File: config.mk
export PLATFORM = sky130hd
export DESIGN_NAME = misc_subsys_top
export DESIGN_NICKNAME = d
export VERILOG_FILES = /design/src/misc_pkg.sv /design/src/branch_unit.sv /design/src/stable_counter.sv /design/src/csr_file.sv /design/src/tlb_array.sv /design/src/tlb_maint_fsm.sv /design/src/misc_pipe.sv /design/src/misc_subsys_top.sv
export SDC_FILE = /design/constraint.sdc
export NUM_CORES = 2
export LEC_CHECK = 0
export BUFFER_PORTS_ARGS = -buffer_cell sky130_fd_sc_hd__buf_2
export CAP_MARGIN = 20
export CORE_AREA = 2 2 386 388
export DETAILED_ROUTE_END_ITERATION = 8
export DIE_AREA = 0 0 388 390
export HOLD_SLACK_MARGIN = 0.05
export PLACE_DENSITY_LB_ADDON = 0.3
export SETUP_SLACK_MARGIN = 0.3
export SLEW_MARGIN = 10
export SYNTH_ARGS = -nofsm -noshare
export SYNTH_HDL_FRONTEND = slang
export SYNTH_HIERARCHICAL = 1
export SYNTH_SLANG_ARGS = --single-unit
export TNS_END_PERCENT = 30
File: constraint.sdc
create_clock -name clk -period 9.6 [get_ports clk]
set_input_delay 0.48 -clock clk [delete_from_list [all_inputs] [get_ports clk]]
set_output_delay 0.48 -clock clk [all_outputs]
set_load 0.01 [all_outputs]
File: src/misc_pkg.sv
// widths fixed by the 32-bit ISA; CSR numbers follow LoongArch32 and only invtlb ops 0, 4 and 5 act
package misc_pkg;

  localparam int TLB_ENTRY_NUM = 8;

  typedef logic [$clog2(TLB_ENTRY_NUM)-1:0] tlb_idx_t;
  typedef logic [31:0] word_t;
  typedef logic [31:0] vaddr_t;
  typedef logic [18:0] vppn_t;
  typedef logic [9:0]  asid_t;
  typedef logic [13:0] csr_addr_t;
  typedef logic [5:0]  rob_idx_t;
  typedef logic [5:0]  preg_t;
  typedef logic [4:0]  invtlb_op_t;

  // csr numbers
  localparam csr_addr_t CSR_TLBIDX  = 14'h010;
  localparam csr_addr_t CSR_TLBEHI  = 14'h011;
  localparam csr_addr_t CSR_TLBELO0 = 14'h012;
  localparam csr_addr_t CSR_TLBELO1 = 14'h013;
  localparam csr_addr_t CSR_ASID    = 14'h018;
  localparam csr_addr_t CSR_SAVE0   = 14'h030;
  localparam csr_addr_t CSR_TID     = 14'h040;

  // invtlb ops that act
  localparam invtlb_op_t INVTLB_ALL     = 5'd0;
  localparam invtlb_op_t INVTLB_ASID    = 5'd4;
  localparam invtlb_op_t INVTLB_ASID_VA = 5'd5;

  typedef enum logic [1:0] {BR_INSTR, PRIV_INSTR, MISC_INSTR} instr_type_e;

  typedef enum logic [3:0] {
    PRIV_NONE, PRIV_CSR_READ, PRIV_CSR_WRITE, PRIV_CSR_XCHG,
    PRIV_TLBSRCH, PRIV_TLBRD, PRIV_TLBWR, PRIV_TLBFILL, PRIV_TLBINV,
    PRIV_ERTN, PRIV_IDLE
  } priv_op_e;

  typedef enum logic [1:0] {MISC_NONE, MISC_RDCNTVL, MISC_RDCNTVH, MISC_RDCNTID} misc_op_e;

  typedef enum logic [2:0] {BEQ, BNE, BLT, BGE, JMP} branch_op_e;

  typedef enum logic {M_IDLE, M_SWEEP} maint_state_e;

  typedef struct packed {
    logic        valid;
    vaddr_t      pc;
    vaddr_t      npc;
    word_t       src0;
    word_t       src1;
    word_t       imm;
    logic        pdest_valid;
    preg_t       pdest;
    rob_idx_t    rob_idx;
    instr_type_e instr_type;
    priv_op_e    priv_op;
    misc_op_e    misc_op;
    branch_op_e  branch_op;
    logic        signed_op;
    logic        indirect;
  } misc_exe_t;

  typedef struct packed {
    logic        valid;
    logic        we;
    word_t       wdata;
    preg_t       pdest;
    rob_idx_t    rob_idx;
    logic        excp;
    instr_type_e instr_type;
    misc_op_e    misc_op;
    logic        csr_we;
    csr_addr_t   csr_waddr;
    word_t       csr_wdata;
    logic        br_taken;
    logic        br_redirect;
    vaddr_t      br_target;
    logic        tlbfill_en;
    tlb_idx_t    tlbfill_idx;
    logic        invtlb_en;
    invtlb_op_t  invtlb_op;
    asid_t       invtlb_asid;
    vaddr_t      vaddr;
    logic        tlbsrch_en;
    logic        tlbsrch_found;
    tlb_idx_t    tlbsrch_idx;
    logic        tlbrd_en;
    word_t       tlbrd_ehi;
    word_t       tlbrd_elo0;
    word_t       tlbrd_elo1;
    asid_t       tlbrd_asid;
    logic        tlbwr_en;
    logic        ertn_en;
    logic        idle_en;
  } misc_wb_t;

  typedef struct packed {
    logic  e;
    vppn_t vppn;
    asid_t asid;
    word_t elo0;
    word_t elo1;
  } tlb_entry_t;

endpackage

File: src/branch_unit.sv
// purely combinational; the caller qualifies the outputs with the branch type
`timescale 1ns/10ps

module branch_unit (
  input  logic                   signed_i,
  input  misc_pkg::vaddr_t       pc_i,
  input  misc_pkg::vaddr_t       npc_i,
  input  misc_pkg::word_t        imm_i,
  input  misc_pkg::word_t        src0_i,
  input  misc_pkg::word_t        src1_i,
  input  logic                   indirect_i,
  input  misc_pkg::branch_op_e   branch_op_i,
  output logic                   taken_o,
  output misc_pkg::vaddr_t       target_o,
  output logic                   redirect_o
);
  import misc_pkg::*;

  logic   eq;
  logic   lt;
  vaddr_t next_pc;

  always_comb begin
    eq = src0_i == src1_i;
    lt = signed_i ? ($signed(src0_i) < $signed(src1_i)) : (src0_i < src1_i);
    case (branch_op_i)
      BEQ:     taken_o = eq;
      BNE:     taken_o = !eq;
      BLT:     taken_o = lt;
      BGE:     taken_o = !lt;
      JMP:     taken_o = 1'b1;
      default: taken_o = 1'b0;
    endcase
    // jirl style target when indirect
    target_o   = (indirect_i ? src0_i : pc_i) + imm_i;
    next_pc    = taken_o ? target_o : pc_i + 32'd4;
    redirect_o = next_pc != npc_i;
  end

endmodule

File: src/stable_counter.sv
// free-running 64-bit count, wraps silently
`timescale 1ns/10ps

module stable_counter (
  input  logic        clk,
  input  logic        rst_n,
  output logic [63:0] count_o
);

  always_ff @(posedge clk or negedge rst_n) begin
    if (!rst_n) begin
      count_o <= '0;
    end else begin
      count_o <= count_o + 64'd1;
    end
  end

endmodule

File: src/csr_file.sv
// only TLB CSRs, SAVE0 and TID exist; other numbers read zero and drop writes, no field masking
`timescale 1ns/10ps

module csr_file (
  input  logic                 clk,
  input  logic                 rst_n,
  input  misc_pkg::csr_addr_t  raddr_i,
  input  misc_pkg::misc_wb_t   commit_i,
  input  logic                 commit_fire_i,
  output misc_pkg::word_t      rdata_o,
  output misc_pkg::word_t      tid_o,
  output misc_pkg::word_t      tlbehi_o,
  output misc_pkg::word_t      tlbelo0_o,
  output misc_pkg::word_t      tlbelo1_o,
  output misc_pkg::word_t      tlbidx_o,
  output misc_pkg::asid_t      asid_o
);
  import misc_pkg::*;

  word_t tlbidx_q;
  word_t tlbehi_q;
  word_t tlbelo0_q;
  word_t tlbelo1_q;
  word_t asid_q;
  word_t save0_q;
  word_t tid_q;

  always_comb begin
    case (raddr_i)
      CSR_TLBIDX:  rdata_o = tlbidx_q;
      CSR_TLBEHI:  rdata_o = tlbehi_q;
      CSR_TLBELO0: rdata_o = tlbelo0_q;
      CSR_TLBELO1: rdata_o = tlbelo1_q;
      CSR_ASID:    rdata_o = asid_q;
      CSR_SAVE0:   rdata_o = save0_q;
      CSR_TID:     rdata_o = tid_q;
      default:     rdata_o = '0;
    endcase
  end

  always_ff @(posedge clk or negedge rst_n) begin
    if (!rst_n) begin
      tlbidx_q  <= '0;
      tlbehi_q  <= '0;
      tlbelo0_q <= '0;
      tlbelo1_q <= '0;
      asid_q    <= '0;
      save0_q   <= '0;
      tid_q     <= '0;
    end else if (commit_fire_i) begin
      if (commit_i.csr_we) begin
        case (commit_i.csr_waddr)
          CSR_TLBIDX:  tlbidx_q  <= commit_i.csr_wdata;
          CSR_TLBEHI:  tlbehi_q  <= commit_i.csr_wdata;
          CSR_TLBELO0: tlbelo0_q <= commit_i.csr_wdata;
          CSR_TLBELO1: tlbelo1_q <= commit_i.csr_wdata;
          CSR_ASID:    asid_q    <= commit_i.csr_wdata;
          CSR_SAVE0:   save0_q   <= commit_i.csr_wdata;
          CSR_TID:     tid_q     <= commit_i.csr_wdata;
          default: ;
        endcase
      end
      // bit 31 is the not-found flag
      if (commit_i.tlbsrch_en) begin
        tlbidx_q[31]                   <= !commit_i.tlbsrch_found;
        tlbidx_q[$bits(tlb_idx_t)-1:0] <= commit_i.tlbsrch_idx;
      end
      if (commit_i.tlbrd_en) begin
        tlbehi_q  <= commit_i.tlbrd_ehi;
        tlbelo0_q <= commit_i.tlbrd_elo0;
        tlbelo1_q <= commit_i.tlbrd_elo1;
      end
    end
  end

  assign tid_o     = tid_q;
  assign tlbehi_o  = tlbehi_q;
  assign tlbelo0_o = tlbelo0_q;
  assign tlbelo1_o = tlbelo1_q;
  assign tlbidx_o  = tlbidx_q;
  assign asid_o    = asid_q[$bits(asid_t)-1:0];

endmodule

File: src/tlb_array.sv
// 8 entries, one page size and no global bit; lowest index wins if a search ever hits twice
`timescale 1ns/10ps

module tlb_array (
  input  logic                   clk,
  input  logic                   rst_n,
  input  misc_pkg::vppn_t        s_vppn_i,
  input  misc_pkg::asid_t        s_asid_i,
  input  misc_pkg::tlb_idx_t     r_idx_i,
  input  logic                   w_en_i,
  input  misc_pkg::tlb_idx_t     w_idx_i,
  input  misc_pkg::tlb_entry_t   w_entry_i,
  input  logic                   inv_en_i,
  input  misc_pkg::tlb_idx_t     inv_idx_i,
  input  misc_pkg::invtlb_op_t   inv_op_i,
  input  misc_pkg::asid_t        inv_asid_i,
  input  misc_pkg::vppn_t        inv_vppn_i,
  output logic                   s_found_o,
  output misc_pkg::tlb_idx_t     s_idx_o,
  output misc_pkg::tlb_entry_t   r_entry_o
);
  import misc_pkg::*;

  tlb_entry_t               mem [TLB_ENTRY_NUM];
  logic [TLB_ENTRY_NUM-1:0] valid_q;
  logic [TLB_ENTRY_NUM-1:0] s_match;
  logic                     inv_hit;

  // search
  always_comb begin
    s_idx_o = '0;
    for (int i = TLB_ENTRY_NUM - 1; i >= 0; i--) begin
      s_match[i] = valid_q[i] && mem[i].vppn == s_vppn_i && mem[i].asid == s_asid_i;
      if (s_match[i]) begin
        s_idx_o = tlb_idx_t'(i);
      end
    end
    s_found_o = |s_match;
  end

  always_comb begin
    r_entry_o   = mem[r_idx_i];
    r_entry_o.e = valid_q[r_idx_i];
  end

  // invalidate rule for the swept entry
  always_comb begin
    case (inv_op_i)
      INVTLB_ALL:     inv_hit = 1'b1;
      INVTLB_ASID:    inv_hit = mem[inv_idx_i].asid == inv_asid_i;
      INVTLB_ASID_VA: inv_hit = mem[inv_idx_i].asid == inv_asid_i &&
                                mem[inv_idx_i].vppn == inv_vppn_i;
      default:        inv_hit = 1'b0;
    endcase
  end

  always_ff @(posedge clk) begin
    if (w_en_i) begin
      mem[w_idx_i] <= w_entry_i;
    end
  end

  always_ff @(posedge clk or negedge rst_n) begin
    if (!rst_n) begin
      valid_q <= '0;
    end else begin
      if (w_en_i) begin
        valid_q[w_idx_i] <= w_entry_i.e;
      end
      if (inv_en_i && inv_hit) begin
        valid_q[inv_idx_i] <= 1'b0;
      end
    end
  end

  // duplicates would come from a bad tlbwr or tlbfill sequence
  single_hit_a: assert property (@(posedge clk) disable iff (!rst_n) $onehot0(s_match));

endmodule

File: src/tlb_maint_fsm.sv
// commit must be held off while busy; an invtlb sweep always runs all 8 entries once started
`timescale 1ns/10ps

module tlb_maint_fsm (
  input  logic                   clk,
  input  logic                   rst_n,
  input  misc_pkg::misc_wb_t     commit_i,
  input  logic                   commit_fire_i,
  input  misc_pkg::word_t        tlbehi_i,
  input  misc_pkg::word_t        tlbelo0_i,
  input  misc_pkg::word_t        tlbelo1_i,
  input  misc_pkg::word_t        tlbidx_i,
  input  misc_pkg::asid_t        asid_i,
  output logic                   busy_o,
  output logic                   w_en_o,
  output misc_pkg::tlb_idx_t     w_idx_o,
  output misc_pkg::tlb_entry_t   w_entry_o,
  output logic                   inv_en_o,
  output misc_pkg::tlb_idx_t     inv_idx_o,
  output misc_pkg::invtlb_op_t   inv_op_o,
  output misc_pkg::asid_t        inv_asid_o,
  output misc_pkg::vppn_t        inv_vppn_o
);
  import misc_pkg::*;

  maint_state_e state;
  tlb_idx_t     sweep_idx;

  always_ff @(posedge clk or negedge rst_n) begin
    if (!rst_n) begin
      state     <= M_IDLE;
      sweep_idx <= '0;
    end else begin
      case (state)
        M_IDLE: begin
          if (commit_fire_i && commit_i.invtlb_en) begin
            state     <= M_SWEEP;
            sweep_idx <= '0;
          end
        end
        M_SWEEP: begin
          sweep_idx <= sweep_idx + 1'b1;
          if (sweep_idx == tlb_idx_t'(TLB_ENTRY_NUM - 1)) begin
            state <= M_IDLE;
          end
        end
        default: state <= M_IDLE;
      endcase
    end
  end

  // match keys held for the whole sweep
  always_ff @(posedge clk) begin
    if (state == M_IDLE && commit_fire_i && commit_i.invtlb_en) begin
      inv_op_o   <= commit_i.invtlb_op;
      inv_asid_o <= commit_i.invtlb_asid;
      inv_vppn_o <= commit_i.vaddr[31:13];
    end
  end

  always_comb begin
    busy_o    = state == M_SWEEP;
    inv_en_o  = busy_o;
    inv_idx_o = sweep_idx;

    // tlbfill goes to the counter-picked slot, tlbwr to TLBIDX
    w_en_o  = state == M_IDLE && commit_fire_i && (commit_i.tlbwr_en || commit_i.tlbfill_en);
    w_idx_o = commit_i.tlbfill_en ? commit_i.tlbfill_idx : tlbidx_i[$bits(tlb_idx_t)-1:0];

    w_entry_o.e    = 1'b1;
    w_entry_o.vppn = tlbehi_i[31:13];
    w_entry_o.asid = asid_i;
    w_entry_o.elo0 = tlbelo0_i;
    w_entry_o.elo1 = tlbelo1_i;
  end

  no_commit_busy_a: assert property (@(posedge clk) disable iff (!rst_n)
    busy_o |-> !commit_fire_i);

endmodule

File: src/misc_pipe.sv
// two fixed stages; stage-0 lookups see only committed CSR and TLB state, flush drops both stages
`timescale 1ns/10ps

module misc_pipe (
  input  logic                   clk,
  input  logic                   rst_n,
  input  logic                   flush_i,
  input  misc_pkg::misc_exe_t    exe_i,
  output logic                   ready_o,
  output logic                   tlbsrch_valid_o,
  input  logic                   tlbsrch_found_i,
  input  misc_pkg::tlb_idx_t     tlbsrch_idx_i,
  output logic                   tlbrd_valid_o,
  input  misc_pkg::tlb_entry_t   tlbrd_entry_i,
  input  misc_pkg::word_t        csr_rdata_i,
  input  misc_pkg::word_t        tid_i,
  input  logic [63:0]            count_i,
  output misc_pkg::misc_wb_t     wb_o,
  input  logic                   wb_ready_i
);
  import misc_pkg::*;

  logic        s1_ready;
  logic        s2_ready;
  logic        s1_valid;
  misc_exe_t   s1_exe;
  word_t       s1_csr_rdata;
  word_t       s1_tid;
  logic [63:0] s1_count;
  logic        s1_srch_found;
  tlb_idx_t    s1_srch_idx;
  tlb_entry_t  s1_rd_entry;
  logic        s1_is_br;
  logic        s1_is_priv;
  word_t       wdata;
  logic        br_taken;
  logic        br_redirect;
  vaddr_t      br_target;
  misc_wb_t    s1_wb;

  // ============================
  // stage 0
  // ============================
  always_comb begin
    tlbsrch_valid_o = exe_i.valid && exe_i.instr_type == PRIV_INSTR &&
                      exe_i.priv_op == PRIV_TLBSRCH;
    tlbrd_valid_o   = exe_i.valid && exe_i.instr_type == PRIV_INSTR &&
                      exe_i.priv_op == PRIV_TLBRD;
  end

  assign s2_ready = !wb_o.valid || wb_ready_i;
  assign s1_ready = s2_ready || !s1_valid;
  assign ready_o  = s1_ready;

  // ============================
  // stage 1
  // ============================
  always_ff @(posedge clk or negedge rst_n) begin
    if (!rst_n) begin
      s1_valid <= 1'b0;
    end else if (flush_i) begin
      s1_valid <= 1'b0;
    end else if (s1_ready) begin
      s1_valid <= exe_i.valid;
    end
  end

  // lookup results travel with the instruction
  always_ff @(posedge clk) begin
    if (s1_ready) begin
      s1_exe        <= exe_i;
      s1_csr_rdata  <= csr_rdata_i;
      s1_tid        <= tid_i;
      s1_count      <= count_i;
      s1_srch_found <= tlbsrch_valid_o && tlbsrch_found_i;
      s1_srch_idx   <= tlbsrch_idx_i;
      s1_rd_entry   <= tlbrd_valid_o ? tlbrd_entry_i : '0;
    end
  end

  assign s1_is_br   = s1_valid && s1_exe.instr_type == BR_INSTR;
  assign s1_is_priv = s1_valid && s1_exe.instr_type == PRIV_INSTR;

  branch_unit branch_unit_i (
    .signed_i    (s1_exe.signed_op),
    .pc_i        (s1_exe.pc),
    .npc_i       (s1_exe.npc),
    .imm_i       (s1_exe.imm),
    .src0_i      (s1_exe.src0),
    .src1_i      (s1_exe.src1),
    .indirect_i  (s1_exe.indirect),
    .branch_op_i (s1_exe.branch_op),
    .taken_o     (br_taken),
    .target_o    (br_target),
    .redirect_o  (br_redirect)
  );

  always_comb begin
    case (s1_exe.instr_type)
      BR_INSTR:   wdata = s1_exe.pc + 32'd4;
      PRIV_INSTR: wdata = s1_csr_rdata;
      MISC_INSTR: begin
        case (s1_exe.misc_op)
          MISC_RDCNTVL: wdata = s1_count[31:0];
          MISC_RDCNTVH: wdata = s1_count[63:32];
          MISC_RDCNTID: wdata = s1_tid;
          default:      wdata = '0;
        endcase
      end
      default:    wdata = '0;
    endcase
  end

  always_comb begin
    s1_wb            = '0;
    s1_wb.valid      = s1_valid;
    s1_wb.we         = s1_valid && s1_exe.pdest_valid;
    s1_wb.wdata      = wdata;
    s1_wb.pdest      = s1_exe.pdest;
    s1_wb.rob_idx    = s1_exe.rob_idx;
    s1_wb.instr_type = s1_exe.instr_type;
    s1_wb.misc_op    = s1_exe.misc_op;

    s1_wb.csr_we    = s1_is_priv &&
                      (s1_exe.priv_op == PRIV_CSR_WRITE || s1_exe.priv_op == PRIV_CSR_XCHG);
    s1_wb.csr_waddr = s1_exe.imm[$bits(csr_addr_t)-1:0];
    // xchg merges src0 into the old value under the src1 mask
    s1_wb.csr_wdata = (s1_exe.priv_op == PRIV_CSR_XCHG) ?
                      ((s1_exe.src0 & s1_exe.src1) | (s1_csr_rdata & ~s1_exe.src1)) :
                      s1_exe.src0;

    s1_wb.br_taken    = s1_is_br && br_taken;
    s1_wb.br_redirect = s1_is_br && br_redirect;
    s1_wb.br_target   = br_target;

    s1_wb.tlbfill_en  = s1_is_priv && s1_exe.priv_op == PRIV_TLBFILL;
    s1_wb.tlbfill_idx = s1_count[$bits(tlb_idx_t)-1:0];

    s1_wb.invtlb_en   = s1_is_priv && s1_exe.priv_op == PRIV_TLBINV;
    s1_wb.invtlb_op   = s1_exe.imm[$bits(invtlb_op_t)-1:0];
    s1_wb.invtlb_asid = s1_exe.src0[$bits(asid_t)-1:0];
    s1_wb.vaddr       = s1_exe.src1;

    s1_wb.tlbsrch_en    = s1_is_priv && s1_exe.priv_op == PRIV_TLBSRCH;
    s1_wb.tlbsrch_found = s1_srch_found;
    s1_wb.tlbsrch_idx   = s1_srch_idx;

    s1_wb.tlbrd_en   = s1_is_priv && s1_exe.priv_op == PRIV_TLBRD;
    s1_wb.tlbrd_ehi  = {s1_rd_entry.vppn, 13'd0};
    s1_wb.tlbrd_elo0 = s1_rd_entry.elo0;
    s1_wb.tlbrd_elo1 = s1_rd_entry.elo1;
    s1_wb.tlbrd_asid = s1_rd_entry.asid;

    s1_wb.tlbwr_en = s1_is_priv && s1_exe.priv_op == PRIV_TLBWR;
    s1_wb.ertn_en  = s1_is_priv && s1_exe.priv_op == PRIV_ERTN;
    s1_wb.idle_en  = s1_is_priv && s1_exe.priv_op == PRIV_IDLE;
  end

  // ============================
  // stage 2
  // ============================
  always_ff @(posedge clk or negedge rst_n) begin
    if (!rst_n) begin
      wb_o <= '0;
    end else if (flush_i) begin
      wb_o.valid <= 1'b0;
    end else if (s2_ready) begin
      wb_o <= s1_wb;
    end
  end

  // a stalled result must not move until it is taken
  wb_hold_a: assert property (@(posedge clk) disable iff (!rst_n)
    wb_o.valid && !wb_ready_i && !flush_i |=> $stable(wb_o));

  one_query_a: assert property (@(posedge clk) disable iff (!rst_n)
    !(tlbsrch_valid_o && tlbrd_valid_o));

endmodule

File: src/misc_subsys_top.sv
// commit is stalled during an invtlb sweep; wb_o stays valid and unchanged until the commit side takes it
`timescale 1ns/10ps

module misc_subsys_top (
  input  logic                  clk,
  input  logic                  rst_n,
  input  logic                  flush_i,
  input  misc_pkg::misc_exe_t   exe_i,
  input  logic                  wb_ready_i,
  output logic                  ready_o,
  output misc_pkg::misc_wb_t    wb_o
);
  import misc_pkg::*;

  logic        busy;
  logic        commit_fire;
  logic        srch_found;
  tlb_idx_t    srch_idx;
  tlb_entry_t  rd_entry;
  word_t       csr_rdata;
  word_t       tid;
  logic [63:0] count;
  word_t       tlbehi;
  word_t       tlbelo0;
  word_t       tlbelo1;
  word_t       tlbidx;
  asid_t       asid;
  logic        w_en;
  tlb_idx_t    w_idx;
  tlb_entry_t  w_entry;
  logic        inv_en;
  tlb_idx_t    inv_idx;
  invtlb_op_t  inv_op;
  asid_t       inv_asid;
  vppn_t       inv_vppn;

  assign commit_fire = wb_o.valid && wb_ready_i && !busy;

  // ============================
  // execution pipe
  // ============================
  misc_pipe misc_pipe_i (
    .clk             (clk),
    .rst_n           (rst_n),
    .flush_i         (flush_i),
    .exe_i           (exe_i),
    .ready_o         (ready_o),
    .tlbsrch_valid_o (),
    .tlbsrch_found_i (srch_found),
    .tlbsrch_idx_i   (srch_idx),
    .tlbrd_valid_o   (),
    .tlbrd_entry_i   (rd_entry),
    .csr_rdata_i     (csr_rdata),
    .tid_i           (tid),
    .count_i         (count),
    .wb_o            (wb_o),
    .wb_ready_i      (wb_ready_i && !busy)
  );

  stable_counter stable_counter_i (
    .clk     (clk),
    .rst_n   (rst_n),
    .count_o (count)
  );

  // ============================
  // committed state
  // ============================
  csr_file csr_file_i (
    .clk           (clk),
    .rst_n         (rst_n),
    .raddr_i       (exe_i.imm[$bits(csr_addr_t)-1:0]),
    .commit_i      (wb_o),
    .commit_fire_i (commit_fire),
    .rdata_o       (csr_rdata),
    .tid_o         (tid),
    .tlbehi_o      (tlbehi),
    .tlbelo0_o     (tlbelo0),
    .tlbelo1_o     (tlbelo1),
    .tlbidx_o      (tlbidx),
    .asid_o        (asid)
  );

  tlb_array tlb_array_i (
    .clk        (clk),
    .rst_n      (rst_n),
    .s_vppn_i   (tlbehi[31:13]),
    .s_asid_i   (asid),
    .r_idx_i    (tlbidx[$bits(tlb_idx_t)-1:0]),
    .w_en_i     (w_en),
    .w_idx_i    (w_idx),
    .w_entry_i  (w_entry),
    .inv_en_i   (inv_en),
    .inv_idx_i  (inv_idx),
    .inv_op_i   (inv_op),
    .inv_asid_i (inv_asid),
    .inv_vppn_i (inv_vppn),
    .s_found_o  (srch_found),
    .s_idx_o    (srch_idx),
    .r_entry_o  (rd_entry)
  );

  tlb_maint_fsm tlb_maint_fsm_i (
    .clk           (clk),
    .rst_n         (rst_n),
    .commit_i      (wb_o),
    .commit_fire_i (commit_fire),
    .tlbehi_i      (tlbehi),
    .tlbelo0_i     (tlbelo0),
    .tlbelo1_i     (tlbelo1),
    .tlbidx_i      (tlbidx),
    .asid_i        (asid),
    .busy_o        (busy),
    .w_en_o        (w_en),
    .w_idx_o       (w_idx),
    .w_entry_o     (w_entry),
    .inv_en_o      (inv_en),
    .inv_idx_o     (inv_idx),
    .inv_op_o      (inv_op),
    .inv_asid_o    (inv_asid),
    .inv_vppn_o    (inv_vppn)
  );

endmodule

* Yosys cells after proc, flatten, opt, wreduce, memory -nomap -nowiden
Memory sizes are Yosys's and may differ from the RTL's. A register that Yosys moved wholly into a read port is not among the register bits.
Index checks and enable logic that the tools add are counted.
Widths: inputs -> output; s select.
** Storage, ports and cells
- Logic and storage cells :: 271
- Flip-flop bits (word level) :: 938
- Bits of input ports :: 191
- Memories :: 1
- Output and inout bits :: 300
- Memory bits (writable) :: 744
** Memory list
- tlb_array_i.mem :: depth 8, bits a word 93, read ports 10, clocked after Yosys merged registers in 1, write ports 1, RTL line tlb_array.sv:24 : tlb_entry_t mem [TLB_ENTRY_NUM];
** Cells by class
- Reductions and logical operators :: 78
- Equal/unequal tests :: 59
- Add/sub/neg operators :: 4
- Magnitude comparators :: 6
- Bitwise logic cells :: 9
- Multiplexer cells :: 47
** Operators with widths (count)
- $mux 32 :: 14
- $mux 299 :: 1
- $pmux 32 s7 :: 1
- $pmux 32 s3 :: 2
- $eq 19x19->1 :: 9
- $eq 14x5->1 const B :: 10
- $eq 10x10->1 :: 9
- $add 64x1->64 const B :: 1
- $and 32x32->32 :: 2
- $lt 32x32->1 :: 2
- $logic_and 1x1->1 :: 44
- $add 32x3->32 const B :: 1
- $add 32x32->32 :: 1
- $eq 32x32->1 :: 1
- $ne 32x32->1 :: 1
- $not 32->32 :: 1
- $or 32x32->32 :: 1
- $eq 14x6->1 const B :: 2
- $eq 14x7->1 const B :: 2
- $eq 4x3->1 const B :: 6
- $reduce_and 3->1 :: 8
- $mux 3 :: 7
- $mux 8 :: 2
- $reduce_bool 2->1 :: 8
- other kinds (32) :: 67

* Depth between registers and ports, before layout
An unclocked memory read counts as a cell.
- Depth after elaboration :: 11
- Mapped depth :: 17
- Mapped depth without buffers :: 15

* Hierarchy
The synthesis kept the hierarchy.
** By module, submodules not included
- tlb_array :: instances 1, area an instance 33333.2 um^2, cells an instance 1755, sequential area each 22541.6 um^2
- misc_pipe :: instances 1, area an instance 25687.1 um^2, cells an instance 1935, sequential area each 19373.6 um^2
- csr_file :: instances 1, area an instance 12051.6 um^2, cells an instance 1046, sequential area each 5605.4 um^2
- branch_unit :: instances 1, area an instance 4330.4 um^2, cells an instance 592, sequential area each 0.0 um^2
- stable_counter :: instances 1, area an instance 2995.4 um^2, cells an instance 273, sequential area each 1601.5 um^2
- tlb_maint_fsm :: instances 1, area an instance 1991.9 um^2, cells an instance 151, sequential area each 1121.1 um^2
- misc_subsys_top :: instances 1, area an instance 15.0 um^2, cells an instance 2, sequential area each 0.0 um^2

* Least setup slack after synthesis
OpenSTA, ideal clock, no wires.
- Path type :: input port to flip-flop
- Start point :: in wb_ready_i
- End point :: reg misc_pipe_i.s1_count[0] (enable)
- Path slack :: -0.959 ns
- Required time :: 6.592 ns
- Data arrival time :: 7.551 ns
- Library setup time :: 3.008 ns
- Cell stages on the path :: 3
- Path buffers :: 0
- Cell sequence :: nor2b_1 > nor2b_1 > nand2_1
** Between the ends
- Word-level cells in the longest chain between the ends :: 3
** Ends and longest elaborated chain
- from (decl) :: RTL line misc_subsys_top.sv:9 : input logic wb_ready_i,
- $logic_and 1x1->1 :: RTL line misc_subsys_top.sv:57 : .wb_ready_i (wb_ready_i && !busy)
- $logic_or 1x1->1 :: RTL line misc_pipe.sv:51 : assign s2_ready = !wb_o.valid || wb_ready_i;
- $logic_or 1x1->1 :: RTL line misc_pipe.sv:52 : assign s1_ready = s2_ready || !s1_valid;
- net ready_o :: RTL line misc_subsys_top.sv:10 : output logic ready_o,
- to (signal assigned) :: RTL line misc_pipe.sv:74 : s1_count <= count_i;
- to (decl) :: RTL line misc_pipe.sv:29 : logic [63:0] s1_count;
The timed path passes the listed nets, and every way through them passes these cells.
A chain may end at the register's enable or synchronous reset.

* Final worst setup path
- Start point :: reg misc_pipe_i/s1_exe[0] (netlist name)
- End point :: reg, netlist name misc_pipe_i/wb_o[199]
** Between the ends
- Word-level cells in the longest chain between the ends :: 5
** Ends and longest elaborated chain
- from (decl) :: RTL line misc_pipe.sv:26 : misc_exe_t s1_exe;
- from (signal assigned) :: RTL line misc_pipe.sv:71 : s1_exe <= exe_i;
- $mux 32 :: RTL line branch_unit.sv:35 : target_o = (indirect_i ? src0_i : pc_i) + imm_i;
- $add 32x32->32 :: RTL line branch_unit.sv:35
- net misc_pipe_i.br_target[16] :: RTL line misc_pipe.sv:38 : vaddr_t br_target;
- $mux 32 :: RTL line branch_unit.sv:36 : next_pc = taken_o ? target_o : pc_i + 32'd4;
- $ne 32x32->1 :: RTL line branch_unit.sv:37 : redirect_o = next_pc != npc_i;
- net misc_pipe_i.br_redirect :: RTL line misc_pipe.sv:37 : logic br_redirect;
- $logic_and 1x1->1 :: RTL line misc_pipe.sv:133 : s1_wb.br_redirect = s1_is_br && br_redirect;
The timed path passes the listed nets, and every way through them passes these cells.

==> results.md <==
Outcome:
- The flow ran to the end, and the final reports show no timing, DRC or antenna violations.

Synth:
- The count of yosys warnings during synthesis is 6.
- The post-synthesis instance area is 80300 sq um.
- The instance count of the mapped netlist is around 5800.
- The synthesized area divided by synthesized cell count is approximately 14 sq um.

Timing:
- The number of pins with negative max-slew slack in the final report is 0.
- The post-layout minimum cycle time is around 5.4 ns.
- The remaining max-slew budget at the tightest pin is 0.134.
- The aggregate negative setup slack is 0 ns.
- The setup violation total in the final timing report is 0.
- Setup repair after global routing left no endpoint under its margin.
- In the finished design, the share of the clock period the worst path needs comes to 0.567.
- For this run, the top clock speed supported by timing is 184 MHz.
- The hold violation count in the final report came to 0.
- The maximum clock skew at final layout is between 0.07 and 0.08 ns.
- The actual slew at the worst max-slew pin is around 1.3 ns.

Run:
- The number of violations of the max-capacitance limit is 0.

Floorplanning:
- The die covers 151000 sq um.
- The core region is ~150000 sq um.
- For this design the top-level I/O count stands at between 400 and 500.
- The placement row count is 141.
- In this run the vertical extent of the chip is approximately 400 um.
- The floorplan step set the die width to between 300 and 400 um.
- The starting utilization of the core area is 0.546.

Critical path:
- In this run the critical register-to-register path is launched from misc_pipe_i/s1_exe[0].
- The path depth of the worst reg2reg path is 16.
- For the worst setup path, the data arrival time is about 6 ns.
- The end of the worst register-to-register path is misc_pipe_i/wb_o[199].
- The setup path with the least slack is of type flop to flop.
- The longest individual stage delay on the worst path is just under 0.8 ns.
- STA classifies the critical path startpoint as a flop.
- The critical path's slowest cell is a211oi_1.
- STA classifies the critical path endpoint as a flop.
- The critical-path maximum fanout is 20.
- The setup check on the worst reg-to-reg path leaves a slack of around 4.2 ns.
- The family with the most delay on the worst path is compound AO/OA/AOI/OAI gates.
- The signal on the critical path passes through buf_4 -> mux2_2 -> ha_1 -> fa_1 -> a21o_1 -> a221oi_2 -> o211ai_2 -> a21oi_1 -> nor4b_1 -> a211oi_1 -> o211ai_1 -> nor3_1 -> o22ai_1 -> and4b_1 -> nand4_1 -> a32o_1.
- The buffer and inverter count on the worst path is 1.
- The required time of the critical path is 10.31 ns.

CTS:
- The tree is rooted in a clkbuf_16.
- The total CTS buffers is 180.
- The H-tree depth reported by CTS is 4.
- The number of setup buffers added after CTS is 0.
- TritonCTS built the clock tree.
- The clock transition at the register clock pins on the worst setup and hold paths after CTS is roughly 0.07 ns.
- For the worst-skew pair, the clock arrives at the later sink with an insertion delay of 0.83 ns.
- Clock tree synthesis found a total of 1770 sinks.
- The maximum count of clock buffers along a single path is 3.

Route:
- The first-pass iteration count of the detailed router is 6.
- Across all layers, the routed design uses roughly 55000 vias.
- The first routing iteration left between 8000 and 9000 violations.
- The count of antenna-violating nets left after detailed routing is 0.
- The total detailed-routing wirelength is about 290000 um.
- The per-cell routed wire length is 34.1 um.
- For this run, design rule violations remaining after detail routing come to 0.
- The detail-routed via count per cell is 6.59.

Global routing:
- The number of antenna violations at the first check in global routing is 23.
- The first global-routing pass estimated ~400000 um of wire.
- In the global route stage, overall resource usage came out at 0.372.
- The via count of the first global-routing pass is about 53000.
- The overflow left after global routing is 0.
- The largest net degree at the start of global routing is 194.

Worst hold path:
- The worst hold path class is input port to asynchronous set/reset pin.

Cells and area:
- The layout net count is approximately 6500.
- The fraction of layout instances using a drive strength above 1 is 0.227.
- The finished cells cover 91900 sq um.
- Relative to the synthesized area, the layout overhead comes to 14.4%.
- The count of fill cells added during filler insertion is approximately 11000.
- The area of the multi-input gates is 27300 sq um.
- In the final layout, flip-flops and latches occupy 50300 sq um.

Place:
- The final estimated routing congestion in global placement is 1.01.
- Summing all placed instances gives a cell area of 83900 sq um.
- Detailed placement finished with a half-perimeter wire length of around 200000 um.
- Port buffering added ~480 buffers.

Pwr:
- In this run the power density over the cells is about 190 nW/um^2.
- The static power due to leakage is between 30 and 40 nW.
- Across the VDD grid, the largest voltage drop is 0.000248 V.
worst max path at each step:
stage / cells past startpoint / slack (ns) / endpoint / from
floorplan: 6 / 1.14 / tlb_array_i/valid_q[1] / wb_ready_i
global placement: 16 / 4.36 / misc_pipe_i/wb_o[199] / misc_pipe_i/s1_exe[0]
detailed placement: 16 / 4.27 / misc_pipe_i/wb_o[199] / misc_pipe_i/s1_exe[0]
CTS: 16 / 4.29 / misc_pipe_i/wb_o[199] / misc_pipe_i/s1_exe[0]
global route: 16 / 3.98 / misc_pipe_i/wb_o[199] / misc_pipe_i/s1_exe[0]
finish: 16 / 4.16 / misc_pipe_i/wb_o[199] / misc_pipe_i/s1_exe[0]
where the power goes:
| group | total [mW] | switching, mW | internal, mW |
|---|---|---|---|
| sequential | 8.56 | 0.295 | 8.27 |
| combinational | 1.55 | 1.04 | 0.511 |
| clock | 7.14 | 3.11 | 4.03 |
| total | 17.2 | 4.44 | 12.8 |
metal layers:
metal  vias up  part of all wire  track usage
met5         -           0.00036            0
met4        16             0.071        0.217
met3       817              0.13        0.126
met2      3841              0.42        0.521
met1     28100              0.37        0.506
li1      22400                 -            -
per-stage QoR:
step / worst slack, ns / utilization / hold slack [ns] / cells / total power [mW]
floorplan: 1.14 / - / 0.184 / 5764 / 9.30
global placement: 4.36 / 0.570 / 0.418 / 7826 / 10.1
detailed placement: 4.27 / 0.570 / 0.422 / 7826 / 10.1
CTS: 4.29 / 0.624 / 0.303 / 8354 / 17.2
global route: 3.98 / 0.625 / 0.339 / 8359 / 17.7
finish: 4.16 / 0.625 / 0.312 / 8371 / 17.2
registers in the layout (all words and copies together) (netlist names), 64 cells and up:
name and cells:
stable_counter_i/count_o 64, misc_pipe_i/wb_o 280, misc_pipe_i/s1_count 64, misc_pipe_i/s1_exe 186
misc_pipe_i/s1_rd_entry 93, tlb_array_i/mem 744
area by class of cell:
cell class                 count  share of cell area
sequential                  1770               0.547
multi-input combinational   3375               0.297
timing repair buffer         765              0.0558
clock buffer                 240              0.0535
tap                         1930              0.0263
clock inverter               100              0.0125
inverter                     175             0.00715
antenna                       16            0.000436
worst register-to-register path: stages (launching register included):
cell	delay (ns)
edfxtp_1	0.68
buf_4	0.39
mux2_2	0.40
ha_1	0.22
fa_1	0.42
a21o_1	0.21
a221oi_2	0.46
o211ai_2	0.24
a21oi_1	0.38
nor4b_1	0.10
a211oi_1	0.77
o211ai_1	0.16
nor3_1	0.21
o22ai_1	0.09
and4b_1	0.29
nand4_1	0.09
a32o_1	0.25
timing repair:
item | CTS | global route
setup endpoints to repair | 0 | 0
hold buffers | 188 | 0
endpoints found under the hold margin | 280 | 0
resized for setup | 0 | 0
cell usage in the layout, fill, tap and decap left out, types with 69 or more instances in the layout:
master / count
a22oi_1: 69
a2bb2oi_1: 72
nand3_1: 148
dfrtp_1: 574
mux4_2: 236
mux2_2: 279
nand2_1: 779
xor2_1: 215
o311ai_0: 73
and2_1: 102
nand4_1: 85
buf_2: 475
buf_4: 93
edfxtp_1: 1189
clkbuf_16: 182
nor2_1: 115
dlygate4sd3_1: 188
xnor2_1: 218
mux2i_1: 87
inv_1: 173
No activity file was read; power rests on OpenSTA's default activity.
